**config.mk**
```make
export PLATFORM = sky130hd
export DESIGN_NAME = frame_buffer
export DESIGN_NICKNAME = d
export VERILOG_FILES = /design/src/nts_disp_pkg.sv /design/src/frame_buffer.sv
export SDC_FILE = /design/constraint.sdc
export NUM_CORES = 2
export LEC_CHECK = 0
export BUFFER_PORTS_ARGS = -buffer_cell sky130_fd_sc_hd__clkbuf_2
export CAP_MARGIN = 20
export CORE_UTILIZATION = 55
export DETAILED_ROUTE_END_ITERATION = 8
export GPL_ROUTABILITY_DRIVEN = 0
export MAX_ROUTING_LAYER = met4
export PLACE_DENSITY = 0.84
export SYNTH_ARGS = -nofsm -noshare
export SYNTH_HDL_FRONTEND = slang
export SYNTH_SLANG_ARGS = --single-unit
```
**constraint.sdc**
```tcl
create_clock -name i_clk -period 4.5 [get_ports i_clk]
set_input_delay 0.675 -clock i_clk [delete_from_list [all_inputs] [get_ports i_clk]]
set_output_delay 0.675 -clock i_clk [all_outputs]
set_load 0.03 [all_outputs]
```
**src/nts_disp_pkg.sv**
```systemverilog
// Shared widths, register map, bank states and bus structs, referenced by scoped name
package nts_disp_pkg;

  // ------------------------------
  // Widths and depths
  // ------------------------------
  localparam int BUF_ADDR_W = 5;                // 32 words per bank
  localparam int BUF_DEPTH  = 1 << BUF_ADDR_W;
  localparam int WORD_W     = 64;
  localparam int MASK_W     = 8;
  localparam int CNT_W      = 64;
  localparam int API_ADDR_W = 12;
  localparam int API_DATA_W = 32;

  localparam logic [63:0] CORE_NAME    = 64'h4e_54_53_2d_44_49_53_50; // NTS-DISP
  localparam logic [31:0] CORE_VERSION = 32'h30_2e_30_32;             // 0.02

  // ------------------------------
  // Register map
  // ------------------------------
  localparam logic [API_ADDR_W-1:0] ADDR_NAME0          = 12'h000;
  localparam logic [API_ADDR_W-1:0] ADDR_NAME1          = 12'h001;
  localparam logic [API_ADDR_W-1:0] ADDR_VERSION        = 12'h002;
  localparam logic [API_ADDR_W-1:0] ADDR_BYTES_RX_MSB   = 12'h00a;
  localparam logic [API_ADDR_W-1:0] ADDR_BYTES_RX_LSB   = 12'h00b;
  localparam logic [API_ADDR_W-1:0] ADDR_FRAMES_MSB     = 12'h020;
  localparam logic [API_ADDR_W-1:0] ADDR_FRAMES_LSB     = 12'h021;
  localparam logic [API_ADDR_W-1:0] ADDR_GOOD_MSB       = 12'h022;
  localparam logic [API_ADDR_W-1:0] ADDR_GOOD_LSB       = 12'h023;
  localparam logic [API_ADDR_W-1:0] ADDR_BAD_MSB        = 12'h024;
  localparam logic [API_ADDR_W-1:0] ADDR_BAD_LSB        = 12'h025;
  localparam logic [API_ADDR_W-1:0] ADDR_DISPATCHED_MSB = 12'h026;
  localparam logic [API_ADDR_W-1:0] ADDR_DISPATCHED_LSB = 12'h027;
  localparam logic [API_ADDR_W-1:0] ADDR_ERROR_MSB      = 12'h028;
  localparam logic [API_ADDR_W-1:0] ADDR_ERROR_LSB      = 12'h029;

  // Statistics counter slots
  localparam int         NUM_CNT        = 6;
  localparam logic [2:0] CNT_FRAMES     = 3'd0;
  localparam logic [2:0] CNT_GOOD       = 3'd1;
  localparam logic [2:0] CNT_BAD        = 3'd2;
  localparam logic [2:0] CNT_DISPATCHED = 3'd3;
  localparam logic [2:0] CNT_ERROR      = 3'd4;
  localparam logic [2:0] CNT_BYTES      = 3'd5;

  typedef enum logic [3:0] {
    EMPTY,
    HAS_DATA,
    PACKET_RECEIVED,
    OUT_INIT_0,
    OUT_INIT_1,
    OUT_STREAM,
    OUT_FIN_0,
    OUT_FIN_1,
    ERROR_GENERAL
  } buf_state_e;

  typedef struct packed {
    logic [WORD_W-1:0] data;
    logic [MASK_W-1:0] valid;
    logic              good;
    logic              bad;
  } mac_rx_t;

  typedef struct packed {
    logic [WORD_W-1:0] data;      // Byte reversed and masked
    logic [3:0]        bytes;     // 0 to 8
    logic              any_valid;
    logic              sof;
  } rx_word_t;

  typedef struct packed {
    logic                  we;
    logic                  bank;
    logic [BUF_ADDR_W-1:0] addr;
    logic [WORD_W-1:0]     data;
  } buf_wr_t;

  typedef struct packed {
    logic                  bank;
    logic [BUF_ADDR_W-1:0] addr;
    logic                  emit;
  } buf_rd_t;

  typedef struct packed {
    logic       sof;
    logic       good;
    logic       bad;
    logic       dispatched;
    logic       error;
    logic [3:0] bytes;
  } stat_events_t;

endpackage

```
**src/frame_buffer.sv**
```systemverilog
// Two-bank frame RAM with registered write port and the dispatch data output stage
`timescale 1ns/1ps

module frame_buffer (
  input  logic                             i_clk,
  input  logic                             i_areset,
  input  nts_disp_pkg::buf_wr_t            i_wr,
  input  nts_disp_pkg::buf_rd_t            i_rd,
  output logic                             o_fifo_rd_valid,
  output logic [nts_disp_pkg::WORD_W-1:0]  o_fifo_rd_data
);

  nts_disp_pkg::buf_wr_t           wr_q;
  logic [nts_disp_pkg::WORD_W-1:0] rd_word;
  logic                            rd_valid_q;
  logic [nts_disp_pkg::WORD_W-1:0] rd_data_q;

  always_ff @(posedge i_clk or posedge i_areset)
  begin
    if (i_areset)
    begin
      wr_q       <= '0;
      rd_valid_q <= 1'b0;
      rd_data_q  <= '0;
    end
    else
    begin
      wr_q       <= i_wr;
      rd_valid_q <= i_rd.emit; // Valid trails emit by one cycle
      if (i_rd.emit)
      begin
        rd_data_q <= rd_word;
      end
    end
  end

  // ------------------------------
  // RAM banks
  // ------------------------------
  for (genvar b = 0; b < 2; b++)
  begin : g_bank
    logic [nts_disp_pkg::WORD_W-1:0]     ram [nts_disp_pkg::BUF_DEPTH];
    logic [nts_disp_pkg::WORD_W-1:0]     rdata;
    logic [nts_disp_pkg::BUF_ADDR_W-1:0] addr;
    logic                                wr_en;

    assign wr_en = wr_q.we && (wr_q.bank == 1'(b));
    assign addr  = wr_en ? wr_q.addr : i_rd.addr; // Writer owns the port

    always_ff @(posedge i_clk)
    begin
      if (wr_en)
      begin
        ram[addr] <= wr_q.data;
      end
      rdata <= ram[addr];
    end
  end

  assign rd_word = i_rd.bank ? g_bank[1].rdata : g_bank[0].rdata;

  assign o_fifo_rd_valid = rd_valid_q;
  assign o_fifo_rd_data  = rd_data_q;

endmodule

```
==> results of run 1 <==
-- through the flow --
stage                      util  hold WS [ps]  setup TNS (ps)
after floorplan               -           498         -940620
after global routing      0.632           239               0
after global placement    0.583           504               0
after detailed placement  0.583           513               0
after CTS                 0.631           238               0
-- what timing repair did --
action                                 CTS  global route
setup endpoints to repair                0             0
hold buffers                            72             0
endpoints found under the hold margin  118             0
-- cells by family after synthesis --
kind of cell           count (synthesis)
AOI/OAI and AO/OA                   2640
buffers and inverters                590
DFF                                 4360
muxes                                 68
and+or+nand+nor                      303
-- cells in the mapped netlist (all sizes together) --
library cell  count  area (um^2)
mux2              2         26.3
or2               1         6.26
nand4b            2         17.5
nand2b            7         43.8
a221oi         1024         8970
a21oi            65          325
inv               1         3.75
nand2            22          111
edfxtp         4096       123000
buf             131          601
nand4             1         6.26
nand4bb           1         11.3
dfxtp           128         2560
or4             128          961
a22o           1024         8970
o22ai           512         3200
o31ai             3         32.5
o21ai            12         82.6
and2              1         6.26
mux2i            66          661
nand3             2         10.0
nor2            131          492
nand3b            4         30.0
dfrtp           136         3400
clkbuf          458         1720
nor3              1         5.00
nor2b             2         12.5
-- routing by layer --
| metal | global-route usage |
|---|---|
| met3 | 0.118 |
| met4 | 0.250 |
| met2 | 0.501 |
| met1 | 0.401 |
| met5 | - |
==> metrics list, run 1 <==
- Counting flops and latches in the post-synthesis netlist gives 4,360.
- Detailed placement ended at an HPWL of ~230 mm.
- Of the total synthesized cell area, the portion taken by XOR and XNOR cells is 0.
* Root Buffer Master: sky130_fd_sc_hd__clkbuf_16
- Sequential fraction of the synthesis area: 0.831
- Simple-gate area share of the yosys netlist: 0.0110
* Share of cell area taken by muxes after synthesis: 0.00442
- For this run, the total global-route usage over all layers was measured as 0.345.
* Maximum number of pins on one net before global-route repair: 151
- Of the total synthesized cell area, the portion taken by full adders, half adders and majority gates is 0.
- The H-tree generated during clock tree synthesis spans 5 levels.
- Initial core utilization: 0.554
- Global-route wire length before repair: 677 mm
* Unique cell type count in the Yosys netlist: 36
- Error that stopped the run: [ERROR DRT-0255] Maze Route cannot find path of net i_wr[29] in worker of routeBox ( 483000 193200 ) ( 533325 241500 ).
* Net count after synthesis: about 8,000
- 145 I/O pins were placed.
- Worst Setup Slack post-DPL: 700 ps
- The compound-cell area share of the yosys netlist was 0.139.
* Netlist area before placement: 155,000 um^2
* Count of input and output buffers: 144
* Placed instance area: 163,000 um^2
* Yosys Warn Count: 0
- Clock sink count: 4,360
- Deepest clock path buffer count: 4
* Cell count after synthesis: 7,961
- Averaged over all synthesized cells, the footprint is approximately 20 um^2.
* Combinational family with the most area after synthesis: compound AO/OA/AOI/OAI gates
- After global routing the overflow that remains totals 0.
- The via count of the first global-routing pass came to 94,640.
* Run status: did not finish
- Post-CTS repair changed the size of 0 cells.
- After floorplanning, the core was divided into 194 placement rows.
- In this run the horizontal extent of the chip is 533 um.
* CTS Buf Count: 397
* Die height: between 500 and 600 um
- It got as far as 5_2_route and failed there.
- Initial antenna violation count: roughly 40
- Buffers added to address setup during post-CTS repair amount to 0.
- Including well taps, the total number of placed cells is 11,608.
==> inputs of run 2 (changes only) <==
--- a/config.mk
+++ b/config.mk
@@ -7,11 +7,10 @@
 export LEC_CHECK = 0
 export BUFFER_PORTS_ARGS = -buffer_cell sky130_fd_sc_hd__clkbuf_2
 export CAP_MARGIN = 20
-export CORE_UTILIZATION = 55
+export CORE_UTILIZATION = 40
 export DETAILED_ROUTE_END_ITERATION = 8
 export GPL_ROUTABILITY_DRIVEN = 0
-export MAX_ROUTING_LAYER = met4
-export PLACE_DENSITY = 0.84
+export PLACE_DENSITY_LB_ADDON = 0.15
 export SYNTH_ARGS = -nofsm -noshare
 export SYNTH_HDL_FRONTEND = slang
 export SYNTH_SLANG_ARGS = --single-unit
==> constraint.sdc (replaced) <==
create_clock -name i_clk -period 5.85 [get_ports i_clk]
set_input_delay 0.8775 -clock i_clk [delete_from_list [all_inputs] [get_ports i_clk]]
set_output_delay 0.8775 -clock i_clk [all_outputs]
set_load 0.03 [all_outputs]
==> metrics list, run 2 <==
* Run status: complete, no violations
- Highest Clock Rate: roughly 0.22 GHz
- Yosys Warn Count: 0 (unchanged)
- Sequential fraction of the synthesis area: 0.831 (unchanged)
- Horiz. Die Dim: 625 um (+17%)
* Die area: 391,000 um^2
- Sum of overflow across all layers after global routing: 0 (unchanged)
- The largest total area in the synthesized netlist belongs to sky130_fd_sc_hd__edfxtp_1.
* Deepest clock path buffer count: 4 (unchanged)
* Share of the synthesized area in the top cell type: 0.792 (unchanged)
* Count of input and output buffers: 144 (unchanged)
- CTS placed an instance of sky130_fd_sc_hd__clkbuf_16 at the clock tree root.
- The first-pass GRT wire length came to 684 mm (+0.93%).
- Registers with the most flip-flops: g_bank.ram (4096), g_bank.rdata (128), wr_q (71)
* Type of the worst setup path: register to register
* Net count after synthesis: 8,041 (unchanged)
* Vias/cell: 6.19
- The number of enable flip-flop cells after synthesis came to 4,096 (unchanged).
- Final worst path period need: 4490 ps
- Cell Pwr Density: 373 nW/um^2
* Detail-routed net length per standard cell: 35.4 um
- Across the VDD grid, the largest voltage drop is between 0.0003 and 0.0004 V.
* RSZ-0062 raised after global routing: no
* CTS Buf Count: 448 (+13%)
- Unique cell type count in the Yosys netlist: 36 (unchanged)
* Worst path arrival time: around 5300 ps
- Tot Pwr: 67,300 uW
- For the final routed database, the setup TNS stands at 0 ps.
- The post-synthesis async set-or-reset flop share is 0.0312 (unchanged).
- Cell count after synthesis: 7,961 (unchanged)
* Layout Skew: around 27 ps
- Total of endpoints with negative setup slack in the final report: 0
- Counting instances in the post-synthesis netlist gives the leading cell types as 4,096 x sky130_fd_sc_hd__edfxtp_1, 1,024 x sky130_fd_sc_hd__a221oi_1, 1,024 x sky130_fd_sc_hd__a22o_1.
- On the final layout, the worst hold slack is around 130 ps.
- The detailed placement HPWL is 260 mm (+13%).
* Library cell with the highest instance count after synthesis: sky130_fd_sc_hd__edfxtp_1
- Depth of the CTS H-tree: 5 (unchanged)
* Top area cells in the synthesized netlist: sky130_fd_sc_hd__edfxtp_1 79%, sky130_fd_sc_hd__a221oi_1 5.8%, sky130_fd_sc_hd__a22o_1 5.8%, sky130_fd_sc_hd__dfrtp_1 2.2%, sky130_fd_sc_hd__o22ai_1 2.1%
- Ports placed on the boundary: 145 (unchanged)
- Actual slew at the worst max-slew pin: approximately 1200 ps
- Synth-to-Final Area Change: 16.0%
* Post-CTS sizing: 0 (unchanged)
* Final clock period utilization by the worst path: 0.768
- The library cell used most frequently in the layout, excluding fill and tap cells, is sky130_fd_sc_hd__edfxtp_1.
- Number of hold buffers added after CTS: 59 (-18%)
- Row Count: 228 (+18%)
- Final hold violation count: 0
* # nets final: 8,457
- Data required, critical path: 6680 ps
* Clock latency on the worst-skew pair: between 900 and 1000 ps
- Setup crit end kind: register
* Initial core utilization: 0.402 (-0.152)
- TritonCTS built the clock tree.
* Total Routing Usage GR: 0.247 (-0.0972)
- Pleak: 0.0572 uW
- The pin count of the biggest net entering global routing was 123 (-19%).
* Register containing the most flip-flops in the final layout: g_bank.ram
* Mean instance size in the synthesized netlist: 19.5 um^2 (unchanged)
- The worst setup path is launched from a register.
* HP Class: primary input to register
- The final route contains 86,580 vias.
- The die height is 625 um (+17%).
- Final core utilization: 0.467
* CP peak stage delay: ~800 ps
* Most used cells in the layout excluding fill and tap cells: 4,096 x sky130_fd_sc_hd__edfxtp_1, 1,024 x sky130_fd_sc_hd__a22o_1, 1,024 x sky130_fd_sc_hd__a221oi_1, 512 x sky130_fd_sc_hd__o22ai_1, 463 x sky130_fd_sc_hd__clkbuf_16
- Cell Chain, Critical Path: and2_1 > nand2_2 > o21ai_4 > buf_12 > buf_4 > a221oi_1 > buf_4 > o22ai_1 > or4_1
- Among the stages of the critical path, the cell type that occurs most often is sky130_fd_sc_hd__buf_4.
- The cell area after synthesis was 155,000 um^2 (unchanged).
- After clock tree synthesis, the clock-pin slew on the worst setup and hold paths is around 60 ps.
* Most common flop cell mapped by yosys: sky130_fd_sc_hd__edfxtp_1
- Of the cells placed in the final design, the portion with a size suffix greater than 1 is 0.144.
* Number of flip-flops under the largest register name: between 4,000 and 5,000
* Drc violations: 0
- The first TritonRoute pass finished after 6 iterations.
* Wire length after detailed routing: about 490 mm
- The standard cell area after detailed placement was 165,000 um^2 (+0.91%).
* Max-slew violation total from the final report: 0
- Final std cell area, no fill: about 180,000 um^2
- The number of antenna violations at the first check in global routing was 31 (-24%).
- The total clock sinks came to 4,360 (unchanged).
- Of all nets on the critical path, the largest fanout is approximately 120.
- Among all stages on the critical path, the largest delay is contributed by sky130_fd_sc_hd__a221oi_1.
- Post-CTS Repair Setup Buffers: 0 (unchanged)
* Number of nets still failing antenna checks after routing: 0
* Rel. slew slack: 0.172
- Count of routing violations after the opening detailed-route iteration: between 10,000 and 15,000
- Max-capacitance violation count: 0
- The via count of the first global-routing pass came to 84,365 (-11%).
* Total of flip-flops plus latches after synthesis: 4,360 (unchanged)
* Placeable core area: about 390,000 um^2
==> run 2: power breakdown <==
group | internal (uW) | switching [uW] | leakage, uW
combinational | 1220 | 2850 | 0.0106
clock | 16600 | 11800 | 0.00716
sequential | 34500 | 298 | 0.0395
total | 52300 | 14900 | 0.0572
==> run 2: critical path: cells and delay by family (launching register included) <==
family	cells	cell delay, ps
compound gates	3	1200
simple gates	3	1470
buf+inv	3	1020
flops	1	430
==> run 2: stage by stage <==
step	std cells	worst slack, ps
CTS	13945	1490
finish	13979	1360
global placement	13028	1360
detailed placement	13036	1500
global route	13975	1380
floorplan	7961	857
==> run 2: kinds of logic (layout without fill, tap and decap cells) <==
group | Yosys count | after routing | synth area share
and+or+nand+nor | 303 | 303 | 0.0110
buffers and inverters | 590 | 1406 | 0.0150
DFF | 4360 | 4360 | 0.831
other | 0 | 27 | 0
muxes | 68 | 68 | 0.00442
AOI/OAI and AO/OA | 2640 | 2640 | 0.139
==> run 2: layout make-up <==
cell class	count	area, um^2
fill	32089	206000
sequential	4360	129000
multi-input combinational	3011	24600
clock buffer	684	13000
tap	5175	6470
timing repair buffer	555	5320
clock inverter	166	1670
antenna	27	67.6
inverter	1	11.3
==> run 2: path summary, 6_finish.rpt <==
path,start,to,slack [ps],cells after the start
min,i_wr[68],wr_q[68],130,1
min in group asynchronous,i_areset,o_fifo_rd_data[52],460,3
min reg2reg,o_fifo_rd_data[30],o_fifo_rd_data[30],520,2
max reg2reg,wr_q[69],g_bank[1].rdata[49],1360,9
max,wr_q[69],g_bank[1].rdata[49],1360,9
max in group asynchronous,i_areset,wr_q[29],4110,4
==> run 2: layer usage <==
metal  vias to the layer above  track usage  part of all wire
met2                      3895        0.385              0.46
met1                     46534        0.359              0.43
met3                       672       0.0360             0.076
li1                      35479            -                 -
met4                         0       0.0806             0.033
met5                         -            0                 0
Power figures use the tool's default switching activity.
