**src/nts_disp_pkg.sv**
```systemverilog
// Shared widths, register map, bank states and bus structs, referenced by scoped name
package nts_disp_pkg;

  // ------------------------------
  // Widths and depths
  // ------------------------------
  localparam int BUF_ADDR_W = 5;                // 32 words per bank
  localparam int BUF_DEPTH  = 1 << BUF_ADDR_W;
  localparam int WORD_W     = 64;
  localparam int MASK_W     = 8;
  localparam int CNT_W      = 64;
  localparam int API_ADDR_W = 12;
  localparam int API_DATA_W = 32;

  localparam logic [63:0] CORE_NAME    = 64'h4e_54_53_2d_44_49_53_50; // NTS-DISP
  localparam logic [31:0] CORE_VERSION = 32'h30_2e_30_32;             // 0.02

  // ------------------------------
  // Register map
  // ------------------------------
  localparam logic [API_ADDR_W-1:0] ADDR_NAME0          = 12'h000;
  localparam logic [API_ADDR_W-1:0] ADDR_NAME1          = 12'h001;
  localparam logic [API_ADDR_W-1:0] ADDR_VERSION        = 12'h002;
  localparam logic [API_ADDR_W-1:0] ADDR_BYTES_RX_MSB   = 12'h00a;
  localparam logic [API_ADDR_W-1:0] ADDR_BYTES_RX_LSB   = 12'h00b;
  localparam logic [API_ADDR_W-1:0] ADDR_FRAMES_MSB     = 12'h020;
  localparam logic [API_ADDR_W-1:0] ADDR_FRAMES_LSB     = 12'h021;
  localparam logic [API_ADDR_W-1:0] ADDR_GOOD_MSB       = 12'h022;
  localparam logic [API_ADDR_W-1:0] ADDR_GOOD_LSB       = 12'h023;
  localparam logic [API_ADDR_W-1:0] ADDR_BAD_MSB        = 12'h024;
  localparam logic [API_ADDR_W-1:0] ADDR_BAD_LSB        = 12'h025;
  localparam logic [API_ADDR_W-1:0] ADDR_DISPATCHED_MSB = 12'h026;
  localparam logic [API_ADDR_W-1:0] ADDR_DISPATCHED_LSB = 12'h027;
  localparam logic [API_ADDR_W-1:0] ADDR_ERROR_MSB      = 12'h028;
  localparam logic [API_ADDR_W-1:0] ADDR_ERROR_LSB      = 12'h029;

  // Statistics counter slots
  localparam int         NUM_CNT        = 6;
  localparam logic [2:0] CNT_FRAMES     = 3'd0;
  localparam logic [2:0] CNT_GOOD       = 3'd1;
  localparam logic [2:0] CNT_BAD        = 3'd2;
  localparam logic [2:0] CNT_DISPATCHED = 3'd3;
  localparam logic [2:0] CNT_ERROR      = 3'd4;
  localparam logic [2:0] CNT_BYTES      = 3'd5;

  typedef enum logic [3:0] {
    EMPTY,
    HAS_DATA,
    PACKET_RECEIVED,
    OUT_INIT_0,
    OUT_INIT_1,
    OUT_STREAM,
    OUT_FIN_0,
    OUT_FIN_1,
    ERROR_GENERAL
  } buf_state_e;

  typedef struct packed {
    logic [WORD_W-1:0] data;
    logic [MASK_W-1:0] valid;
    logic              good;
    logic              bad;
  } mac_rx_t;

  typedef struct packed {
    logic [WORD_W-1:0] data;      // Byte reversed and masked
    logic [3:0]        bytes;     // 0 to 8
    logic              any_valid;
    logic              sof;
  } rx_word_t;

  typedef struct packed {
    logic                  we;
    logic                  bank;
    logic [BUF_ADDR_W-1:0] addr;
    logic [WORD_W-1:0]     data;
  } buf_wr_t;

  typedef struct packed {
    logic                  bank;
    logic [BUF_ADDR_W-1:0] addr;
    logic                  emit;
  } buf_rd_t;

  typedef struct packed {
    logic       sof;
    logic       good;
    logic       bad;
    logic       dispatched;
    logic       error;
    logic [3:0] bytes;
  } stat_events_t;

endpackage

```
**src/rx_frontend.sv**
```systemverilog
// MAC receive front end that reorders bytes, counts them and flags start of frame
`timescale 1ns/1ps

module rx_frontend (
  input  logic                    i_clk,
  input  logic                    i_areset,
  input  nts_disp_pkg::mac_rx_t   i_mac,
  output nts_disp_pkg::rx_word_t  o_word
);

  logic [nts_disp_pkg::MASK_W-1:0] prev_valid_q;
  logic [3:0]                      bytes;

  // Only masks filled from the low end count
  always_comb
  begin
    case (i_mac.valid)
      8'b1111_1111: bytes = 4'd8;
      8'b0111_1111: bytes = 4'd7;
      8'b0011_1111: bytes = 4'd6;
      8'b0001_1111: bytes = 4'd5;
      8'b0000_1111: bytes = 4'd4;
      8'b0000_0111: bytes = 4'd3;
      8'b0000_0011: bytes = 4'd2;
      8'b0000_0001: bytes = 4'd1;
      default:      bytes = 4'd0; // Irregular or empty
    endcase
  end

  // ------------------------------
  // Word correction
  // ------------------------------
  always_comb
  begin
    o_word = '0;
    // Lane 0 moves to the top byte so a short last word lines up
    for (int i = 0; i < nts_disp_pkg::MASK_W; i++)
    begin
      o_word.data[8*(7-i) +: 8] = i_mac.valid[i] ? i_mac.data[8*i +: 8] : 8'h00;
    end
    o_word.bytes     = bytes;
    o_word.any_valid = |i_mac.valid;
    o_word.sof       = (prev_valid_q == '0) && (&i_mac.valid); // Idle then full word
  end

  // Starts at all ones so the first word after reset is not a frame start
  always_ff @(posedge i_clk or posedge i_areset)
  begin
    if (i_areset)
    begin
      prev_valid_q <= '1;
    end
    else
    begin
      prev_valid_q <= i_mac.valid;
    end
  end

endmodule

```
**config.mk**
```make
export PLATFORM = sky130hd
export DESIGN_NAME = rx_frontend
export DESIGN_NICKNAME = d
export VERILOG_FILES = /design/src/nts_disp_pkg.sv /design/src/rx_frontend.sv
export SDC_FILE = /design/constraint.sdc
export NUM_CORES = 1
export LEC_CHECK = 0
export BUFFER_PORTS_ARGS = -buffer_cell sky130_fd_sc_hd__buf_2
export CAP_MARGIN = 15
export CORE_ASPECT_RATIO = 0.6
export CORE_MARGIN = 2
export CORE_UTILIZATION = 28
export CTS_CLUSTER_SIZE = 10
export DETAILED_ROUTE_END_ITERATION = 7
export HOLD_SLACK_MARGIN = 0.08
export PLACE_DENSITY = 0.9
export SLEW_MARGIN = 10
export SYNTH_ARGS = -nofsm -noshare
export SYNTH_HDL_FRONTEND = slang
export SYNTH_SLANG_ARGS = --single-unit
```
**constraint.sdc**
```tcl
create_clock -name i_clk -period 2.4 [get_ports i_clk]
set_clock_uncertainty 0.05 [all_clocks]
set_input_delay 0.24 -clock i_clk [delete_from_list [all_inputs] [get_ports i_clk]]
set_output_delay 0.24 -clock i_clk [all_outputs]
set_load 0.005 [all_outputs]
```
==> flow_summary.ini, run 1 <==
[timing]
setup_ws_ns = 0.946
worst_pin_slew_ns = 0.311
slew_viol_final = 0
max_freq_mhz = 688
min_period_ns = 1.45
rsz0062_at_grt = no
holdWs_ns = 0.140
setup_viol = 0
finalSetupTns_ns = 0
relSlewSlack_pct = 79.1
period_share_pct = 60.6
hold_violations = 0

[drt]
first_iter_violations = 20
drtAntennaViolNets = 0
drt_wl_total_um = 3030
drc = 0
vias_per_cell = 4.15
num_vias = 1126
dr.pass1.iters = 4
wire_per_inst_um = 11.2

[worst_setup_path]
cp.arrival_ns = 1.16
slowest_delay_ns = 0.25
cp-start-kind = input port
cpMaxStageDelayCell = nor4_4
critPathMaxFanout = 12
critPathRequiredTime_ns = 2.11
cp-end-kind = primary output
critPathMostFrequentCell = buf_2
path_cells = buf_2 > nand2_1 > nor4_4 > and3_1 > buf_2
worstSetupPathType = input port to primary output

[flow_run]
maxCapViolCount = 0

[place]
hpwl_um = 2690
dp_slack_ns = 0.943
place.gp.congestion = 0.794
io_buffers = 143
dp_cells = 268

[clock_network]
clk_pin_slew_ns = 0.04
cts-root-buf = clkbuf_8
cts_buffer_depth = 2
postCtsHoldBufs = 0
cts_buffers = 3
cts_resized = 0
cts_setup_buffers = 0
cts_tree = yes
h-tree-depth = 1
clock-sinks = 8

[floorplanning]
initial_core_util_pct = 30.6
num_rows = 14
core_area_um2 = 2610
die-area_um2 = 3310
die_w_um = 72.9
fp.dieH_um = 45.4
io_pins = 146

[power]
clkPwrFrac_pct = 31.8
switching_share_pct = 26.5
peakVddDrop_uv = 180
pwr-share-comb_pct = 38.1
power_density_nw_per_um2 = 318
leakage_nw = 0.939
switchingPower_w = 0.000132
p_seq_share_pct = 30.0
p_int_w = 0.000366

[layout]
final_cell_mix = buf_2, and2_1, dfstp_2
final_common_cell = buf_2
final_core_utilization_pct = 59.9
num-nets-final = 317
top_regs = prev_valid_q x8
largest_reg_flops = 8
fin_cells = 271
drive_above_1_share_pct = 66.1
largest-register = prev_valid_q
syn_to_final_growth_pct = 95.8
diodes = 0

[logic_synthesis]
ys_ff_latch = 8
synth.distinct_cells = 20
synth_nets = 177
yosys_warnings = 0
syn-instance-count = 101
synth-seq-area-share_pct = 26.3
syn_area_um2 = 798
postSynthAreaPerCell_um2 = 7.90

[min_path]
hp-class = input port to async pin

[global_route]
overflow = 0
grt_pass1_vias = 1013
antenna_found_initial = 0
grt_max_degree = 16
grt_pass1_wl_um = 4530
grt.total_usage_pct = 17.6

[run_status]
status = completed
-- critical path: cells and delay by family --
family | cells | cell delay (ns)
buf+inv | 2 | 0.29
simple gates | 3 | 0.61
-- cells in the mapped netlist (all sizes together) --
| cell type | instances | area [um^2] |
|---|---|---|
| and3 | 1 | 6.26 |
| buf | 1 | 5.00 |
| xnor2 | 2 | 17.5 |
| a41oi | 1 | 8.76 |
| inv | 1 | 3.75 |
| nand2 | 5 | 23.8 |
| nor4b | 1 | 8.76 |
| o31ai | 1 | 7.51 |
| nand3b | 1 | 7.51 |
| and2 | 64 | 400 |
| nand4b | 1 | 8.76 |
| dfstp | 8 | 210 |
| o21ai | 1 | 5.00 |
| nor4 | 5 | 52.6 |
| clkbuf | 7 | 27.5 |
| nor3 | 1 | 5.00 |
-- cells by family after synthesis --
| family | after synthesis | synth area share (%) |
|---|---|---|
| DFF | 8 | 26.3 |
| buffers and inverters | 9 | 4.54 |
| AOI/OAI and AO/OA | 3 | 2.66 |
| and+or+nand+nor | 79 | 64.3 |
| xor gates and xnor gates | 2 | 2.19 |
-- final cells by class --
cell class | instances | area (um^2)
sequential | 8 | 210
timing repair buffer | 143 | 716
fill | 237 | 1050
clock buffer | 3 | 41.3
tap | 32 | 40.0
multi-input combinational | 84 | 552
inverter | 1 | 3.75
-- routing by layer --
metal	vias to the layer above	global-route usage, %	wire length, um
met5	-	0	0
met4	0	4.44	10
li1	597	-	-
met2	45	30.9	1540
met3	2	3.57	174
met1	482	22.4	1300
-- power groups by stage --
stage	Clock (W)	Combinational, W	Sequential (W)
after global placement	0	0.000189	0.000151
after detailed placement	0	0.000192	0.000151
after global routing	0.000172	0.000212	0.000150
after floorplan	0	0.0000756	0.000150
final	0.000158	0.000190	0.000149
after CTS	0.000165	0.000193	0.000149
-- final timing paths --
path	from	end	slack [ns]	cells past startpoint
worst max-delay path	i_mac[3]	o_word[0]	0.95	5
worst min-delay path	i_areset	prev_valid_q[0]	0.14	2
max in group asynchronous	i_areset	prev_valid_q[6]	2.13	2
min in group i_clk	i_mac[2]	prev_valid_q[0]	0.14	1
-- stage by stage --
stage | total power [W] | cell area (um^2)
after floorplan | 0.000226 | 798
after global placement | 0.000340 | 1520
after detailed placement | 0.000343 | 1520
after CTS | 0.000508 | 1560
after global routing | 0.000533 | 1560
final | 0.000498 | 1560
(Power assumes the default switching activity.)
==> run 2, diff against run 1 <==
- CORE_UTILIZATION: 28 -> 26
- PLACE_DENSITY: 0.9 -> 0.85
- clock period: 2.4 -> 1.4 ns (I/O delays scaled with it)
==> flow_summary.ini, run 2 (same netlist as run 1, synthesis figures left out) <==
[power]
power_density_nw_per_um2 = 528
leakage_nw = 0.975
peakVddDrop_uv = 493

[clock_network]
cts_buffer_depth = 2
clock-sinks = 8
cts_setup_buffers = 0
cts_buffers = 3
cts-root-buf = clkbuf_8
h-tree-depth = 1
cts_tree = yes
clk_pin_slew_ns = 0.04

[floorplanning]
die-area_um2 = 3540
num_rows = 15
core_area_um2 = 2890
fp.dieH_um = 46.9
io_pins = 146
initial_core_util_pct = 27.6
die_w_um = 75.5

[worst_setup_path]
worstSetupStartpoint = prev_valid_q[0]
cp-end-kind = primary output
cp.arrival_ns = 1.13
cp-start-kind = flip-flop
critPathRequiredTime_ns = 1.21
critPathMaxFanout = 1
worstSetupPathType = flip-flop to primary output
worstSetupEndpoint = o_word[0]

[layout]
final_common_cell = buf_2
layout.area.seq_um2 = 210
drive_above_1_share_pct = 65.6
design_area_um2 = 1650
fill_cells = 292
largest_reg_flops = 8
syn_to_final_growth_pct = 106
num-nets-final = 325
top_regs = prev_valid_q x8
multi_input_area_um2 = 552
diodes = 0
final_cell_mix = buf_2, and2_1, dfstp_2
largest-register = prev_valid_q

[drt]
first_iter_violations = 35
drtAntennaViolNets = 0
vias_per_cell = 4.08
num_vias = 1178
wire_per_inst_um = 11.0
drt_wl_total_um = 3180
drc = 0
dr.pass1.iters = 4

[place]
hpwl_um = 2790
dpl-instance-area_um2 = 1560
io_buffers = 143
place.gp.congestion = 0.739

[timing]
worst_pin_slew_ns = 0.322
hold_violations = 0
setup_viol = 0
max_freq_mhz = 756
slew_viol_final = 0
period_share_pct = 94.4
rsz0062_at_grt = no
relSlewSlack_pct = 78.3
min_period_ns = 1.32
finalSetupTns_ns = 0
holdWs_ns = 0.0875

[global_route]
grt_max_degree = 16
overflow = 0
grt_pass1_vias = 1024
grt.total_usage_pct = 17.4
antenna_found_initial = 0
grt_pass1_wl_um = 4690

[flow_run]
maxCapViolCount = 0

[run_status]
status = completed

[min_path]
hp-class = input port to flip-flop
## run 2: power breakdown
group	switching (W)	internal, W
combinational	0.000142	0.000203
sequential	0.00000365	0.000253
clock	0.0000824	0.000186
total	0.000228	0.000641
## run 2: final cells by class
cell class | count | share of cell area (%)
Tap cell | 42 | 3.19
Sequential cell | 8 | 12.8
Timing Repair Buffer | 151 | 47.8
Inverter | 1 | 0.228
Clock buffer | 3 | 2.51
Multi-Input combinational cell | 84 | 33.5
## run 2: what timing repair did
item                      in CTS  in global routing
resized for setup              0                  0
hold endpoints to repair      11                  0
hold buffers                   4                  0
## run 2: layer usage
| metal | wire [um] | vias to the layer above | share of wire, % | track usage [%] |
|---|---|---|---|---|
| met5 | 0 | - | 0 | 0 |
| met4 | 0 | 0 | 0 | 2.11 |
| met3 | 232 | 0 | 7.3 | 4.72 |
| met2 | 1600 | 45 | 50 | 30.6 |
| met1 | 1350 | 522 | 43 | 22.4 |
| li1 | - | 611 | - | - |
## run 2: stage by stage
| step | instances | utilization [%] | worst slack, ns | total power, W |
|---|---|---|---|---|
| after floorplan | 101 | - | 0.464 | 0.000387 |
| after detailed placement | 282 | 54.1 | 0.122 | 0.000599 |
| after global routing | 289 | 56.9 | 0.0304 | 0.000940 |
| final | 289 | 56.9 | 0.0780 | 0.000869 |
| after CTS | 289 | 56.9 | 0.0677 | 0.000883 |
| after global placement | 282 | 54.1 | 0.157 | 0.000592 |
## run 2: worst min path at each step
stage | cells past startpoint | slack (ns) | to | from
final | 1 | 0.09 | prev_valid_q[5] | i_mac[7]
after global routing | 1 | 0.09 | prev_valid_q[5] | i_mac[7]
after CTS | 1 | 0.08 | prev_valid_q[5] | i_mac[7]
after detailed placement | 2 | 0.29 | prev_valid_q[5] | i_areset
after global placement | 2 | 0.28 | prev_valid_q[0] | i_areset
after floorplan | 0 | 0.09 | prev_valid_q[0] | i_mac[2]
## run 2: critical path, cell delays in order (launching register included)
cell     delay (ns)
dfstp_2        0.35
nor4_1         0.27
and3_1         0.18
buf_2          0.10
==> run 3, diff against run 2 <==
- ABC_AREA: not set -> 1
- CORE_UTILIZATION: 26 -> 29
- PLACE_DENSITY: 0.85 -> 0.8
==> flow_summary.ini, run 3 <==
[layout]
top_regs = prev_valid_q x8
largest-register = prev_valid_q
final_cell_mix = buf_2, nand2_1, inv_1
fill_cells = 343
largest_reg_flops = 8
diodes = 0
num-nets-final = 411
syn_to_final_growth_pct = 83.7
drive_above_1_share_pct = 48.6
final_common_cell = buf_2

[drt]
drc = 0
first_iter_violations = 45
dr.pass1.iters = 2
wire_per_inst_um = 8.39
drt_wl_total_um = 3170
drtAntennaViolNets = 0
highest_layer = met4
wl_met2_um = 1620
vias_per_cell = 3.65
wl_met1_um = 1370
dr_wl_met3_um = 167
num_vias = 1381

[worst_setup_path]
cp.arrival_ns = 1.11
worstSetupPathType = flip-flop to primary output
cp-end-kind = primary output
critPathRequiredTime_ns = 1.21
path_cells = nor2_1 > and2_0 > nand2_1 > nor2_2 > buf_2
cpMaxStageDelayCell = dfstp_2
slowest_delay_ns = 0.50
cp-start-kind = flip-flop
critPathMaxFanout = 1

[floorplanning]
num_rows = 16
core_area_um2 = 3220
initial_core_util_pct = 29.9
die_w_um = 78.4
io_pins = 146
fp.dieH_um = 48.6
die-area_um2 = 3810

[flow_run]
maxCapViolCount = 0

[logic_synthesis]
synth-edff-count = 0
synth-main-ff-cell = dfstp_2
synth.top_cells.by_count = nand2_1, inv_1, dfstp_2, nor2_1
synth.distinct_cells = 15
synth_top_cell_by_area = nand2_1
yosysMostFrequentCell = nand2_1
synth_nets = 265
syn_area_um2 = 962
postSynthAreaPerCell_um2 = 5.09
ys_ff_latch = 8
syn-instance-count = 189
yosys_warnings = 0
synth_top_cell_area_share_pct = 32.0
synth-seq-area-share_pct = 21.8
async_flop_share_pct = 100
synthTopCellsByArea = nand2_1, inv_1, dfstp_2

[timing]
rsz0062_at_grt = no
period_share_pct = 93.1
hold_violations = 0
min_period_ns = 1.30
max_freq_mhz = 767
finalSetupTns_ns = 0
worst_pin_slew_ns = 0.274
setup_viol = 0
relSlewSlack_pct = 81.7
slew_viol_final = 0

[global_route]
grt_max_degree = 14
overflow = 0
antenna_found_initial = 0
grt_pass1_wl_um = 5040
grt.total_usage_pct = 16.0
grt_pass1_vias = 1208

[clock_network]
cts_resized = 0
cts_buffers = 3
clk_pin_slew_ns = 0.04
clock-sinks = 8
cts_buffer_depth = 2
h-tree-depth = 1
cts_tree = yes
cts-root-buf = clkbuf_8

[min_path]
whs_path_depth = 1
hp-class = input port to flip-flop
holdPathEnd = prev_valid_q[6]
min_from = i_mac[8]

[power]
fin_total_pwr_w = 0.000878
peakVddDrop_uv = 320
power_density_nw_per_um2 = 496
leakage_nw = 1.52

[run_status]
status = completed

[place]
io_buffers = 143
place.gp.congestion = 0.805
hpwl_um = 2730
[run 3: cell types whose count changed in the layout (fill, tap and decap cells not counted), moves of 2 or more]
cell     delta
nor2_1      +8
and2_0      +2
nor2_2      +3
buf_4       -3
and2_1     -64
nand2_1    +79
inv_1      +69
nor4_1      -3
[run 3: worst max path at each step]
stage | start | endpoint | cells after the start
after global placement | i_mac[4] | o_word[0] | 6
after floorplan | prev_valid_q[3] | o_word[0] | 4
after CTS | prev_valid_q[2] | o_word[0] | 5
final | prev_valid_q[3] | o_word[0] | 5
after global routing | prev_valid_q[3] | o_word[0] | 5
after detailed placement | i_mac[8] | o_word[3] | 7
[run 3: layout make-up]
class                           count  area (um^2)  share of cell area, %
Clock buffer                        3         41.3                   2.34
Inverter                           71          267                   15.1
Multi-Input combinational cell    102          420                   23.8
Sequential cell                     8          210                   11.9
Tap cell                           45         56.3                   3.18
Timing Repair Buffer              149          773                   43.7
[run 3: metrics by stage]
stage | worst slack, ns | instances | utilization (%) | hold WS [ns] | instance area (um^2)
floorplan | 0.450 | 189 | - | 0.0945 | 962
global placement | 0.286 | 370 | 52.0 | 0.282 | 1680
detailed placement | 0.254 | 370 | 52.0 | 0.283 | 1680
CTS | 0.0852 | 378 | 54.9 | 0.0812 | 1770
global route | 0.0269 | 378 | 54.9 | 0.0880 | 1770
finish | 0.0967 | 378 | 54.9 | 0.0818 | 1770
[run 3: cells by family (layout without fill, tap and decap cells)]
family | after synthesis | in the layout | synth area share (%)
simple gates | 101 | 101 | 42.8
flops | 8 | 8 | 21.8
buf+inv | 79 | 223 | 34.5
xor+xnor | 1 | 1 | 0.910
[run 3: worst max-delay path: cells and delay by family (launching register included)]
family        cells  cell delay, ns
buf+inv           1            0.11
simple gates      4            0.27
flops             1            0.50
[run 3: report_power, final]
group / internal, W / total (W) / switching (W) / leakage, nW
clock: 0.000185 / 0.000261 / 0.0000761 / 0.0216
combinational: 0.000187 / 0.000360 / 0.000174 / 1.41
sequential: 0.000253 / 0.000256 / 0.00000308 / 0.0841
[run 3: repair_timing]
item | CTS | global route
buffers inserted | 0 | 0
endpoints found under the hold margin | 12 | 0
hold buffers | 5 | 0
endpoints found under the setup margin | 0 | 0
[run 3: metal layers]
layer / vias to the layer above / global-route usage [%]
met4: 0 / 3.22
li1: 782 / -
met2: 39 / 31.0
met3: 2 / 2.80
met1: 558 / 18.4
met5: - / 0
