[src/nts_disp_pkg.sv]
// Shared widths, register map, bank states and bus structs, referenced by scoped name
package nts_disp_pkg;

  // ------------------------------
  // Widths and depths
  // ------------------------------
  localparam int BUF_ADDR_W = 5;                // 32 words per bank
  localparam int BUF_DEPTH  = 1 << BUF_ADDR_W;
  localparam int WORD_W     = 64;
  localparam int MASK_W     = 8;
  localparam int CNT_W      = 64;
  localparam int API_ADDR_W = 12;
  localparam int API_DATA_W = 32;

  localparam logic [63:0] CORE_NAME    = 64'h4e_54_53_2d_44_49_53_50; // NTS-DISP
  localparam logic [31:0] CORE_VERSION = 32'h30_2e_30_32;             // 0.02

  // ------------------------------
  // Register map
  // ------------------------------
  localparam logic [API_ADDR_W-1:0] ADDR_NAME0          = 12'h000;
  localparam logic [API_ADDR_W-1:0] ADDR_NAME1          = 12'h001;
  localparam logic [API_ADDR_W-1:0] ADDR_VERSION        = 12'h002;
  localparam logic [API_ADDR_W-1:0] ADDR_BYTES_RX_MSB   = 12'h00a;
  localparam logic [API_ADDR_W-1:0] ADDR_BYTES_RX_LSB   = 12'h00b;
  localparam logic [API_ADDR_W-1:0] ADDR_FRAMES_MSB     = 12'h020;
  localparam logic [API_ADDR_W-1:0] ADDR_FRAMES_LSB     = 12'h021;
  localparam logic [API_ADDR_W-1:0] ADDR_GOOD_MSB       = 12'h022;
  localparam logic [API_ADDR_W-1:0] ADDR_GOOD_LSB       = 12'h023;
  localparam logic [API_ADDR_W-1:0] ADDR_BAD_MSB        = 12'h024;
  localparam logic [API_ADDR_W-1:0] ADDR_BAD_LSB        = 12'h025;
  localparam logic [API_ADDR_W-1:0] ADDR_DISPATCHED_MSB = 12'h026;
  localparam logic [API_ADDR_W-1:0] ADDR_DISPATCHED_LSB = 12'h027;
  localparam logic [API_ADDR_W-1:0] ADDR_ERROR_MSB      = 12'h028;
  localparam logic [API_ADDR_W-1:0] ADDR_ERROR_LSB      = 12'h029;

  // Statistics counter slots
  localparam int         NUM_CNT        = 6;
  localparam logic [2:0] CNT_FRAMES     = 3'd0;
  localparam logic [2:0] CNT_GOOD       = 3'd1;
  localparam logic [2:0] CNT_BAD        = 3'd2;
  localparam logic [2:0] CNT_DISPATCHED = 3'd3;
  localparam logic [2:0] CNT_ERROR      = 3'd4;
  localparam logic [2:0] CNT_BYTES      = 3'd5;

  typedef enum logic [3:0] {
    EMPTY,
    HAS_DATA,
    PACKET_RECEIVED,
    OUT_INIT_0,
    OUT_INIT_1,
    OUT_STREAM,
    OUT_FIN_0,
    OUT_FIN_1,
    ERROR_GENERAL
  } buf_state_e;

  typedef struct packed {
    logic [WORD_W-1:0] data;
    logic [MASK_W-1:0] valid;
    logic              good;
    logic              bad;
  } mac_rx_t;

  typedef struct packed {
    logic [WORD_W-1:0] data;      // Byte reversed and masked
    logic [3:0]        bytes;     // 0 to 8
    logic              any_valid;
    logic              sof;
  } rx_word_t;

  typedef struct packed {
    logic                  we;
    logic                  bank;
    logic [BUF_ADDR_W-1:0] addr;
    logic [WORD_W-1:0]     data;
  } buf_wr_t;

  typedef struct packed {
    logic                  bank;
    logic [BUF_ADDR_W-1:0] addr;
    logic                  emit;
  } buf_rd_t;

  typedef struct packed {
    logic       sof;
    logic       good;
    logic       bad;
    logic       dispatched;
    logic       error;
    logic [3:0] bytes;
  } stat_events_t;

endpackage

[src/stat_counters.sv]
// Statistics counters and the read-only register port with MSB-read LSB latching
`timescale 1ns/1ps

module stat_counters (
  input  logic                                 i_clk,
  input  logic                                 i_areset,
  input  nts_disp_pkg::stat_events_t           i_events,
  input  logic                                 i_api_cs,
  input  logic [nts_disp_pkg::API_ADDR_W-1:0]  i_api_address,
  output logic [nts_disp_pkg::API_DATA_W-1:0]  o_api_read_data
);

  logic [nts_disp_pkg::CNT_W-1:0]      cnt_q [nts_disp_pkg::NUM_CNT];
  logic [nts_disp_pkg::API_DATA_W-1:0] lsb_q [nts_disp_pkg::NUM_CNT];
  logic [3:0]                          inc [nts_disp_pkg::NUM_CNT];
  logic                                bad_q;
  logic                                hit;
  logic [2:0]                          hit_idx;
  logic                                is_msb;
  logic                                latch_we;

  always_comb
  begin
    inc[nts_disp_pkg::CNT_FRAMES]     = {3'd0, i_events.sof};
    inc[nts_disp_pkg::CNT_GOOD]       = {3'd0, i_events.good};
    inc[nts_disp_pkg::CNT_BAD]        = {3'd0, bad_q};  // One cycle later
    inc[nts_disp_pkg::CNT_DISPATCHED] = {3'd0, i_events.dispatched};
    inc[nts_disp_pkg::CNT_ERROR]      = {3'd0, i_events.error};
    inc[nts_disp_pkg::CNT_BYTES]      = i_events.bytes;
  end

  // ------------------------------
  // Address decode
  // ------------------------------
  always_comb
  begin
    hit = 1'b1;
    case (i_api_address)
      nts_disp_pkg::ADDR_FRAMES_MSB, nts_disp_pkg::ADDR_FRAMES_LSB:
        hit_idx = nts_disp_pkg::CNT_FRAMES;
      nts_disp_pkg::ADDR_GOOD_MSB, nts_disp_pkg::ADDR_GOOD_LSB:
        hit_idx = nts_disp_pkg::CNT_GOOD;
      nts_disp_pkg::ADDR_BAD_MSB, nts_disp_pkg::ADDR_BAD_LSB:
        hit_idx = nts_disp_pkg::CNT_BAD;
      nts_disp_pkg::ADDR_DISPATCHED_MSB, nts_disp_pkg::ADDR_DISPATCHED_LSB:
        hit_idx = nts_disp_pkg::CNT_DISPATCHED;
      nts_disp_pkg::ADDR_ERROR_MSB, nts_disp_pkg::ADDR_ERROR_LSB:
        hit_idx = nts_disp_pkg::CNT_ERROR;
      nts_disp_pkg::ADDR_BYTES_RX_MSB, nts_disp_pkg::ADDR_BYTES_RX_LSB:
        hit_idx = nts_disp_pkg::CNT_BYTES;
      default:
      begin
        hit     = 1'b0;
        hit_idx = '0;
      end
    endcase
  end

  // Every counter MSB sits at an even address
  assign is_msb   = ~i_api_address[0];
  assign latch_we = i_api_cs && hit && is_msb;

  always_comb
  begin
    o_api_read_data = '0;
    if (i_api_cs)
    begin
      if (hit)
      begin
        o_api_read_data = is_msb ? cnt_q[hit_idx][63:32] : lsb_q[hit_idx];
      end
      else
      begin
        case (i_api_address)
          nts_disp_pkg::ADDR_NAME0:   o_api_read_data = nts_disp_pkg::CORE_NAME[63:32];
          nts_disp_pkg::ADDR_NAME1:   o_api_read_data = nts_disp_pkg::CORE_NAME[31:0];
          nts_disp_pkg::ADDR_VERSION: o_api_read_data = nts_disp_pkg::CORE_VERSION;
          default: ;                 // Unmapped reads zero
        endcase
      end
    end
  end

  always_ff @(posedge i_clk or posedge i_areset)
  begin
    if (i_areset)
    begin
      bad_q <= 1'b0;
      for (int i = 0; i < nts_disp_pkg::NUM_CNT; i++)
      begin
        cnt_q[i] <= '0;
        lsb_q[i] <= '0;
      end
    end
    else
    begin
      bad_q <= i_events.bad;
      for (int i = 0; i < nts_disp_pkg::NUM_CNT; i++)
      begin
        cnt_q[i] <= cnt_q[i] + nts_disp_pkg::CNT_W'(inc[i]);
        if (latch_we && (hit_idx == 3'(i)))
        begin
          lsb_q[i] <= cnt_q[i][31:0]; // Snapshot matches the MSB just read
        end
      end
    end
  end

endmodule

[config.mk]
export PLATFORM = sky130hd
export DESIGN_NAME = stat_counters
export DESIGN_NICKNAME = d
export VERILOG_FILES = /design/src/nts_disp_pkg.sv /design/src/stat_counters.sv
export SDC_FILE = /design/constraint.sdc
export NUM_CORES = 1
export LEC_CHECK = 0
export BUFFER_PORTS_ARGS = -buffer_cell sky130_fd_sc_hd__buf_2
export CORE_UTILIZATION = 35
export DETAILED_ROUTE_END_ITERATION = 12
export RECOVER_POWER = 50
export SYNTH_ARGS = -nofsm -noshare
export SYNTH_HDL_FRONTEND = slang
export SYNTH_SLANG_ARGS = --single-unit
export TNS_END_PERCENT = 1
[constraint.sdc]
create_clock -name i_clk -period 34.3 [get_ports i_clk]
set_input_delay 1.715 -clock i_clk [delete_from_list [all_inputs] [get_ports i_clk]]
set_output_delay 1.715 -clock i_clk [all_outputs]
set_load 0.03 [all_outputs]
==> impl_metrics.env, run 1 <==
export IMPL_fmax_mhz=77.5
export IMPL_clockRootBuffer="clkbuf_16"
export IMPL_grt_overflow=0
export IMPL_comb_power_share=0.063
export IMPL_r2r_start="cnt_q[64]"
export IMPL_hold_viol_final=0
export IMPL_finClkSkew_ps=30.6
export IMPL_maxCapViolCount=3
export IMPL_dieArea_sq_mm=0.0815
export IMPL_crit_start="i_areset"
export IMPL_setup_ws_ps=21390
export IMPL_critPathCaptureType="async pin"
export IMPL_syn2layout_area_growth_pct=12.6
export IMPL_portBuffers=55
export IMPL_report_power_total_w=0.00155
export IMPL_cts_tree="built"
export IMPL_nets=2590
export IMPL_htreeDepth=3
export IMPL_synth_ff_latch_count=577
export IMPL_yosysWarnings=0
export IMPL_boundaryPins=56
export IMPL_min_path_type="register to register"
export IMPL_clk_path_buf_depth=3
export IMPL_worstMarginPinSlew_ps=9080
export IMPL_crit_end="cnt_q[0]"
export IMPL_swShare=0.248
export IMPL_p_sw_w=0.000385
export IMPL_powerDensity_mw_per_mm2=49.0
export IMPL_path_max_fanout=172
export IMPL_synth_edf_count=0
export IMPL_initial_utilization=0.355
export IMPL_dr_pass1_iters=6
export IMPL_core_area_sq_mm=0.0793
export IMPL_vias=21100
export IMPL_fp_dieW_microns=285
export IMPL_die_height_microns=285
export IMPL_ys_types=75
export IMPL_clk_pin_slew_ps=60
export IMPL_register_area_sq_mm=0.0144
export IMPL_antenna_found_initial=11
export IMPL_fin_crit_ps=12910
export IMPL_violations="max-capacitance violations, max-slew violations"
export IMPL_drv_slew=367
export IMPL_grt_pass1_vias=20700
export IMPL_clkPwrFrac=0.460
export IMPL_clock_sinks=577
export IMPL_finalCritPeriodShare=0.376
export IMPL_seqPwrFrac=0.477
export IMPL_syn_area_sq_mm=0.0281
export IMPL_grt_first_pass_wirelength_mm=138
export IMPL_r2r_end="cnt_q[126]"
export IMPL_drive_gt1_frac=0.147
export IMPL_dpl_hpwl_mm=68.3
export IMPL_required_ps=32710
export IMPL_clkLatencyLatePin_ps=620
export IMPL_post_cts_buffers=0
export IMPL_ctsResizeCount=0
export IMPL_grt_start_max_net_pins=173
export IMPL_r2r_setup_slack_ps=31040
export IMPL_fillers=7619
export IMPL_ir_worst_vdd_uv=29.4
export IMPL_slew_headroom=-5.05
export IMPL_syn_area_per_cell_sq_um=11.1
export IMPL_track_usage=0.226
export IMPL_seq_area_frac_synth=0.513
export IMPL_synth_top_flop_cell="dfrtp_1"
export IMPL_status="complete, but fails checks"
export IMPL_rr_worst_depth=7
export IMPL_place_gp_congestion=0.974
export IMPL_cp_arrival_ps=11320
export IMPL_cts_hold_buf=0
export IMPL_min_delay_start="bad_q"
export IMPL_postSynthCellCount=2525
export IMPL_multiInputGateArea_sq_mm=0.0131
export IMPL_rsz0062_at_grt="no"
export IMPL_wl_mm=92.0
export IMPL_crit_type="primary input to async pin"
export IMPL_routedWlPerCell_microns=25.2
export IMPL_power_leakage_nw=14.4
export IMPL_syn_nets=2564
export IMPL_rows=103
export IMPL_tns_ps=0
export IMPL_drtIter0Drc=2185
export IMPL_viasPerCell=5.79
export IMPL_p_int_w=0.00117
export IMPL_pre_cts_slack_ps=26790
export IMPL_drc=0
export IMPL_ant_nets=0
export IMPL_numCtsBuffers=67
export IMPL_setup_violations=0
export IMPL_critPathLaunchType="primary input"
export IMPL_ys_async_sr_fraction=1.00
export IMPL_final_core_util=0.399
==> synthesized netlist by cell type, types with 6 or more instances <==
master / number / area share
nand3b_1: 21 / 0.0056
nand4_1: 91 / 0.020
mux2_4: 30 / 0.016
nand2_1: 151 / 0.020
buf_2: 32 / 0.0057
a221oi_1: 30 / 0.0093
nor4_1: 48 / 0.011
clkbuf_1: 84 / 0.011
nand3_1: 145 / 0.026
nor2_1: 111 / 0.015
a32oi_1: 6 / 0.0019
mux2i_1: 7 / 0.0025
nor3_1: 76 / 0.014
ha_1: 14 / 0.0062
o22ai_1: 8 / 0.0018
a211oi_1: 12 / 0.0032
mux2_1: 24 / 0.0096
a22oi_1: 21 / 0.0056
and4_1: 44 / 0.014
and2_1: 18 / 0.0040
or2_2: 7 / 0.0016
inv_1: 40 / 0.0053
o21ai_0: 90 / 0.016
o221ai_1: 23 / 0.0072
and3_1: 51 / 0.011
o311a_1: 14 / 0.0050
buf_1: 8 / 0.0011
xor2_1: 141 / 0.044
o21a_1: 10 / 0.0027
nor2b_1: 6 / 0.0013
xnor2_1: 233 / 0.073
a221o_1: 11 / 0.0039
o311ai_0: 10 / 0.0031
a22o_1: 14 / 0.0044
or3_1: 10 / 0.0022
mux2_2: 138 / 0.055
dfrtp_1: 577 / 0.51
a21oi_1: 57 / 0.010
or4_1: 8 / 0.0021
o2bb2ai_1: 14 / 0.0044
o22a_1: 24 / 0.0075
==> area by class of cell <==
type                    count  share of cell area
flip-flops and latches    577               0.456
multi-input cells        1779               0.413
clock buffers              94              0.0600
well taps                1050              0.0415
repair buffers             85              0.0154
clock inverters            22             0.00909
inverters                  41             0.00490
diodes                      1           0.0000790
==> power by group through the flow <==
stage                     logic [W]  registers, W  clock network, W
final                     0.0000976      0.000740          0.000715
after global routing       0.000109      0.000744          0.000759
after CTS                 0.0000985      0.000740          0.000731
after detailed placement  0.0000978      0.000752                 0
after global placement    0.0000943      0.000750                 0
after floorplan           0.0000673      0.000743                 0
==> through the flow <==
step           hold slack, ps  cell area, sq um  cells
2_1_floorplan             442             28100   2525
3_3_place_gp              454             29500   3532
3_5_place_dp              453             29500   3532
4_1_cts                   467             31700   3648
5_1_grt                   475             31700   3649
6_report                  462             31700   3649
==> cells in the final DEF (no fill, tap or decap), drive strengths merged, types with 90 or more instances in the layout <==
master  instances
nand2         151
mux2          192
nor2          112
xor2          141
nand4          92
nand3         146
clkbuf        105
xnor2         233
dfrtp         577
o21ai          90
==> cell families (layout without fill, tap and decap cells) <==
kind of cell | after synthesis | after routing | synth area share
adders and majority gates | 15 | 15 | 0.00694
muxes | 199 | 199 | 0.0834
AOI/OAI and AO/OA | 365 | 365 | 0.0930
DFF | 577 | 577 | 0.513
xor gates and xnor gates | 374 | 374 | 0.116
buffers and inverters | 169 | 242 | 0.0248
other | 0 | 1 | 0
and+or+nand+nor | 826 | 826 | 0.162
==> routing by layer <==
| layer | track usage | routed length [microns] |
|---|---|---|
| met5 | 0 | 83 |
| met4 | 0.0905 | 3730 |
| met3 | 0.0500 | 7440 |
| met2 | 0.339 | 40600 |
| met1 | 0.317 | 40200 |
==> worst max-delay path, stage by stage <==
cell and delay (ps):
buf_2 100, clkinvlp_2 2730, clkbuf_1 6520
==> worst min-delay path by stage <==
stage	depth (start not counted)	end	slack, ps
finish	1	cnt_q[192]	460
global route	1	cnt_q[192]	470
CTS	1	cnt_q[192]	470
detailed placement	1	cnt_q[192]	450
global placement	1	cnt_q[192]	450
floorplan	1	cnt_q[127]	440
==> state kept, by name (all words and copies together), names as in the netlist <==
| signal | count |
|---|---|
| cnt_q | 384 |
| bad_q | 1 |
| lsb_q | 192 |
Power figures use the tool's default switching activity.
==> inputs of run 2 (changes only) <==
- clock period: 34.3 -> 11.48 ns (I/O delays scaled with it)
==> run 2 against run 1 <==
  * Power increased to 3.0 times the previous value
  * Worst setup slack worse by 15000 ps
  * Largest power group unchanged
  * Final cell count increased by 0.11%
  * Critical path depth up 5
  * Clock power grew to 3.1 times the previous value
  * The flow still finishes with violations (max-capacitance violations, max-slew violations)
  * Critical endpoint is now o_api_read_data[30]
==> impl_metrics.env, run 2 (synthesized netlist as in run 1, its figures left out) <==
export IMPL_tns_ps=0
export IMPL_critPathCaptureType="output port"
export IMPL_gr_max_usage_layer="met2"
export IMPL_layout_common_cells="dfrtp_1 (577), xnor2_1 (233), nand2_1 (151)"
export IMPL_met1_usage=0.320
export IMPL_final_cells=3653
export IMPL_die_height_microns=285
export IMPL_numCtsBuffers=67
export IMPL_clk_path_buf_depth=3
export IMPL_routedWlPerCell_microns=25.2
export IMPL_clkLatencyLatePin_ps=620
export IMPL_cts_tree="built"
export IMPL_powerDensity_mw_per_mm2=147
export IMPL_swShare=0.251
export IMPL_finClkSkew_ps=31.1
export IMPL_initial_utilization=0.355
export IMPL_cts_hold_buf=0
export IMPL_largest_reg_flops=384
export IMPL_boundaryPins=56
export IMPL_clkPwrFrac=0.466
export IMPL_p_int_w=0.00351
export IMPL_fin_worst_hold_slack_ps=115
export IMPL_maxCapViolCount=1
export IMPL_dieArea_sq_mm=0.0815
export IMPL_register_area_sq_mm=0.0144
export IMPL_dpl_hpwl_mm=67.9
export IMPL_grt_start_max_net_pins=179
export IMPL_rows=103
export IMPL_clock_sinks=577
export IMPL_setup_violations=0
export IMPL_pre_cts_slack_ps=6180
export IMPL_seqPwrFrac=0.471
export IMPL_gr_usage_met3=0.0451
export IMPL_ant_nets=0
export IMPL_final_common_cell="dfrtp_1"
export IMPL_ctsResizeCount=0
export IMPL_dp_cells=3533
export IMPL_r2r_start="cnt_q[64]"
export IMPL_min_path_type="primary input to register"
export IMPL_drtIter0Drc=2260
export IMPL_place_gp_congestion=1.03
export IMPL_finalCritPeriodShare=0.476
export IMPL_antenna_found_initial=8
export IMPL_fmax_mhz=183
export IMPL_status="complete, but fails checks"
export IMPL_ir_worst_vdd_uv=91.0
export IMPL_top_register="cnt_q"
export IMPL_rsz0062_at_grt="no"
export IMPL_htreeDepth=3
export IMPL_vias=21000
export IMPL_cp_arrival_ps=4890
export IMPL_setup_ws_ps=6010
export IMPL_p_sw_w=0.00118
export IMPL_clockRootBuffer="clkbuf_16"
export IMPL_critPathLaunchType="primary input"
export IMPL_fp_dieW_microns=285
export IMPL_dr_pass1_iters=6
export IMPL_syn2layout_area_growth_pct=13.1
export IMPL_grt_overflow=0
export IMPL_drive_gt1_frac=0.154
export IMPL_core_area_sq_mm=0.0793
export IMPL_worstMarginPinSlew_ps=4060
export IMPL_drc=0
export IMPL_wl_mm=92.1
export IMPL_required_ps=10910
export IMPL_violations="max-capacitance violations, max-slew violations"
export IMPL_fin_crit_ps=5470
export IMPL_crit_type="primary input to output port"
export IMPL_hold_viol_final=0
export IMPL_largestRegisters="cnt_q x384, lsb_q x192, bad_q x1"
export IMPL_drv_slew=71
export IMPL_comb_power_share=0.063
export IMPL_crit_start="i_api_address[2]"
export IMPL_nets=2591
export IMPL_post_cts_buffers=0
export IMPL_multiInputGateArea_sq_mm=0.0131
export IMPL_viasPerCell=5.76
export IMPL_slew_headroom=-1.71
export IMPL_final_core_util=0.401
export IMPL_clk_pin_slew_ps=50
export IMPL_portBuffers=55
export IMPL_met2_usage=0.344
export IMPL_fillers=7608
export IMPL_grt_pass1_vias=20600
export IMPL_power_leakage_nw=14.4
export IMPL_track_usage=0.226
export IMPL_grt_first_pass_wirelength_mm=138
export IMPL_min_delay_start="i_events[6]"
export IMPL_path_max_fanout=65
## run 2: power groups by stage
| stage | registers [W] | clock network (W) | logic [W] |
|---|---|---|---|
| final | 0.00221 | 0.00219 | 0.000296 |
| after global routing | 0.00222 | 0.00232 | 0.000328 |
| after CTS | 0.00221 | 0.00223 | 0.000297 |
| after detailed placement | 0.00225 | 0 | 0.000294 |
| after global placement | 0.00224 | 0 | 0.000285 |
| after floorplan | 0.00222 | 0 | 0.000201 |
## run 2: layer usage
layer  wire (microns)  up-vias
met5               34        -
met3             6640      152
li1                 -     9276
met1            41100    10800
met4             3180        6
met2            41200      761
## run 2: final cells by class
cell class	instances	share of cell area
clock inverters	20	0.00873
well taps	1050	0.0413
diodes	1	0.0000787
clock buffers	99	0.0631
repair buffers	86	0.0164
multi-input cells	1779	0.412
flip-flops and latches	577	0.454
inverters	41	0.00488
## run 2: final timing paths
kind	end	slack, ps	cells after the start
min in group asynchronous	lsb_q[55]	250	3
max in group asynchronous	cnt_q[260]	6300	5
setup reg to reg	cnt_q[126]	8150	7
setup / recovery	o_api_read_data[30]	6010	8
hold / removal	bad_q	120	1
hold reg to reg	cnt_q[63]	480	1
## run 2: per-stage QoR
step,instance area (sq um),total power (W)
floorplan,28100,0.00242
global placement,29500,0.00252
detailed placement,29500,0.00254
CTS,31800,0.00474
global route,31800,0.00487
finish,31800,0.00469
## run 2: worst max-delay path, cell delays in order
cell and delay, ps:
buf_2 740, nand3b_1 980, a311oi_4 500, buf_4 670, or2_2 230, a311oi_1 70
a2111oi_0 750, buf_2 330
==> inputs of run 3 (changes only) <==
- clock period: 11.48 -> 4.8 ns (I/O delays scaled with it)
==> run 3 against run 2 <==
  * The flow still finishes with violations (max-capacitance violations, max-slew violations)
  * Global-route usage increased by 0.39 points
  * Worst setup slack got worse by 5000 ps
  * Final area increased by 0.63%
  * Final cell count increased by 0.74%
  * Sequential share of layout area decreased by 0.28 points
  * Routed wire length increased by 1.3%
  * First-iteration DRC count increased by 4.6%
  * Critical path type unchanged
==> impl_metrics.env, run 3 (synthesized netlist as in run 1, its figures left out) <==
export IMPL_status="complete, but fails checks"
export IMPL_violations="max-capacitance violations, max-slew violations"
export IMPL_clk_pin_slew_ps=50
export IMPL_wl_mm=93.3
export IMPL_top_register="cnt_q"
export IMPL_final_core_util=0.404
export IMPL_drc=0
export IMPL_rsz0062_at_grt="no"
export IMPL_grt_first_pass_wirelength_mm=140
export IMPL_worstMarginPinSlew_ps=2280
export IMPL_dpl_hpwl_mm=70.2
export IMPL_required_ps=4560
export IMPL_drtIter0Drc=2363
export IMPL_drv_slew=216
export IMPL_grt_overflow=0
export IMPL_setup_violations=0
export IMPL_clkLatencyLatePin_ps=610
export IMPL_slew_headroom=-0.519
export IMPL_antenna_found_initial=6
export IMPL_seqPwrFrac=0.474
export IMPL_clkPwrFrac=0.460
export IMPL_min_path_type="primary input to register"
export IMPL_clockRootBuffer="clkbuf_16"
export IMPL_place_gp_congestion=1.06
export IMPL_swShare=0.252
export IMPL_fp_dieW_microns=285
export IMPL_drive_gt1_frac=0.158
export IMPL_viasPerCell=5.71
export IMPL_clock_sinks=577
export IMPL_track_usage=0.230
export IMPL_grt_start_max_net_pins=156
export IMPL_powerDensity_mw_per_mm2=349
export IMPL_initial_utilization=0.355
export IMPL_vias=21000
export IMPL_critPathLaunchType="primary input"
export IMPL_die_height_microns=285
export IMPL_rows=103
export IMPL_p_int_w=0.00834
export IMPL_post_cts_buffers=0
export IMPL_numCtsBuffers=66
export IMPL_core_area_sq_mm=0.0793
export IMPL_largestRegisters="cnt_q x384, lsb_q x192, bad_q x1"
export IMPL_boundaryPins=56
export IMPL_final_common_cell="dfrtp_1"
export IMPL_fin_crit_ps=3780
export IMPL_power_leakage_nw=14.5
export IMPL_syn2layout_area_growth_pct=13.8
export IMPL_finalCritPeriodShare=0.787
export IMPL_path_max_fanout=19
export IMPL_nets=2618
export IMPL_ir_worst_vdd_uv=253
export IMPL_grt_pass1_vias=20500
export IMPL_hold_viol_final=0
export IMPL_clk_path_buf_depth=3
export IMPL_p_sw_w=0.00282
export IMPL_fmax_mhz=265
export IMPL_dr_pass1_iters=8
export IMPL_cp_arrival_ps=3540
export IMPL_comb_power_share=0.065
export IMPL_maxCapViolCount=3
export IMPL_crit_type="primary input to output port"
export IMPL_dp_cells=3554
export IMPL_ant_nets=0
export IMPL_final_cells=3680
export IMPL_finClkSkew_ps=33.8
export IMPL_cts_tree="built"
export IMPL_layout_common_cells="dfrtp_1 (577), xnor2_1 (233), nand2_1 (151)"
export IMPL_largest_reg_flops=384
export IMPL_tns_ps=0
export IMPL_htreeDepth=3
export IMPL_critPathCaptureType="output port"
export IMPL_dieArea_sq_mm=0.0815
export IMPL_portBuffers=55
export IMPL_routedWlPerCell_microns=25.3
==> run 3: cell types whose count changed in the layout (fill, tap and decap cells not counted), moves of 3 or more <==
cell / delta
buf_4: +16
clkbuf_8: -9
dlygate4sd3_1: +7
clkinv_2: +6
clkbuf_1: +5
buf_12: +4
clkinv_8: -3
==> run 3: metrics by stage <==
| stage | hold WS, ps | setup slack [ps] | total power [W] | area, sq um |
|---|---|---|---|---|
| final | 67.9 | 1020 | 0.0112 | 32000 |
| after global routing | 55.1 | 680 | 0.0116 | 32000 |
| after CTS | 42.9 | 1130 | 0.0113 | 32000 |
| after detailed placement | 369 | 1130 | 0.00611 | 29800 |
| after global placement | 370 | 1080 | 0.00607 | 29800 |
| after floorplan | 271 | -3300 | 0.00579 | 28100 |
==> run 3: final timing paths <==
| path | from | to | slack (ps) | cells past startpoint |
|---|---|---|---|---|
| min reg2reg | cnt_q[218] | cnt_q[218] | 480 | 1 |
| max in group asynchronous | i_areset | lsb_q[156] | 1300 | 4 |
| max reg2reg | cnt_q[64] | cnt_q[126] | 1450 | 7 |
| min in group asynchronous | i_areset | lsb_q[40] | 540 | 3 |
| min | i_events[1] | cnt_q[1] | 70 | 4 |
| max | i_api_address[9] | o_api_read_data[28] | 1020 | 8 |
==> run 3: what timing repair did <==
| item | 4_1_cts | 5_1_grt |
|---|---|---|
| hold endpoints to repair | 27 | 0 |
| resized for setup | 0 | 0 |
| hold buffers | 7 | 0 |
==> run 3: per-layer routing <==
metal / global-route usage / share of wire
met4: 0.0936 / 0.041
met5: 0 / 0.00014
met2: 0.332 / 0.43
met1: 0.336 / 0.45
met3: 0.0461 / 0.077
==> run 3: worst max-delay path: stages <==
cell	delay [ps]
buf_2	100
or4_1	860
nor3_4	960
buf_4	350
a22oi_1	160
o311a_1	190
a211oi_1	360
buf_2	290
==> run 3: final cells by class <==
class / instances / area (sq um)
timing repair buffer: 114 / 798
clock buffer: 94 / 1880
multi-input combinational: 1779 / 13100
sequential: 577 / 14400
antenna: 1 / 2.50
fill: 7541 / 47200
clock inverter: 24 / 332
inverter: 41 / 155
tap: 1050 / 1310
==> run 3: power by group through the flow <==
stage	registers, W	logic, W	clock network, W
finish	0.00529	0.000731	0.00514
global route	0.00532	0.000807	0.00547
CTS	0.00529	0.000739	0.00525
detailed placement	0.00538	0.000728	0
global placement	0.00536	0.000701	0
floorplan	0.00531	0.000481	0
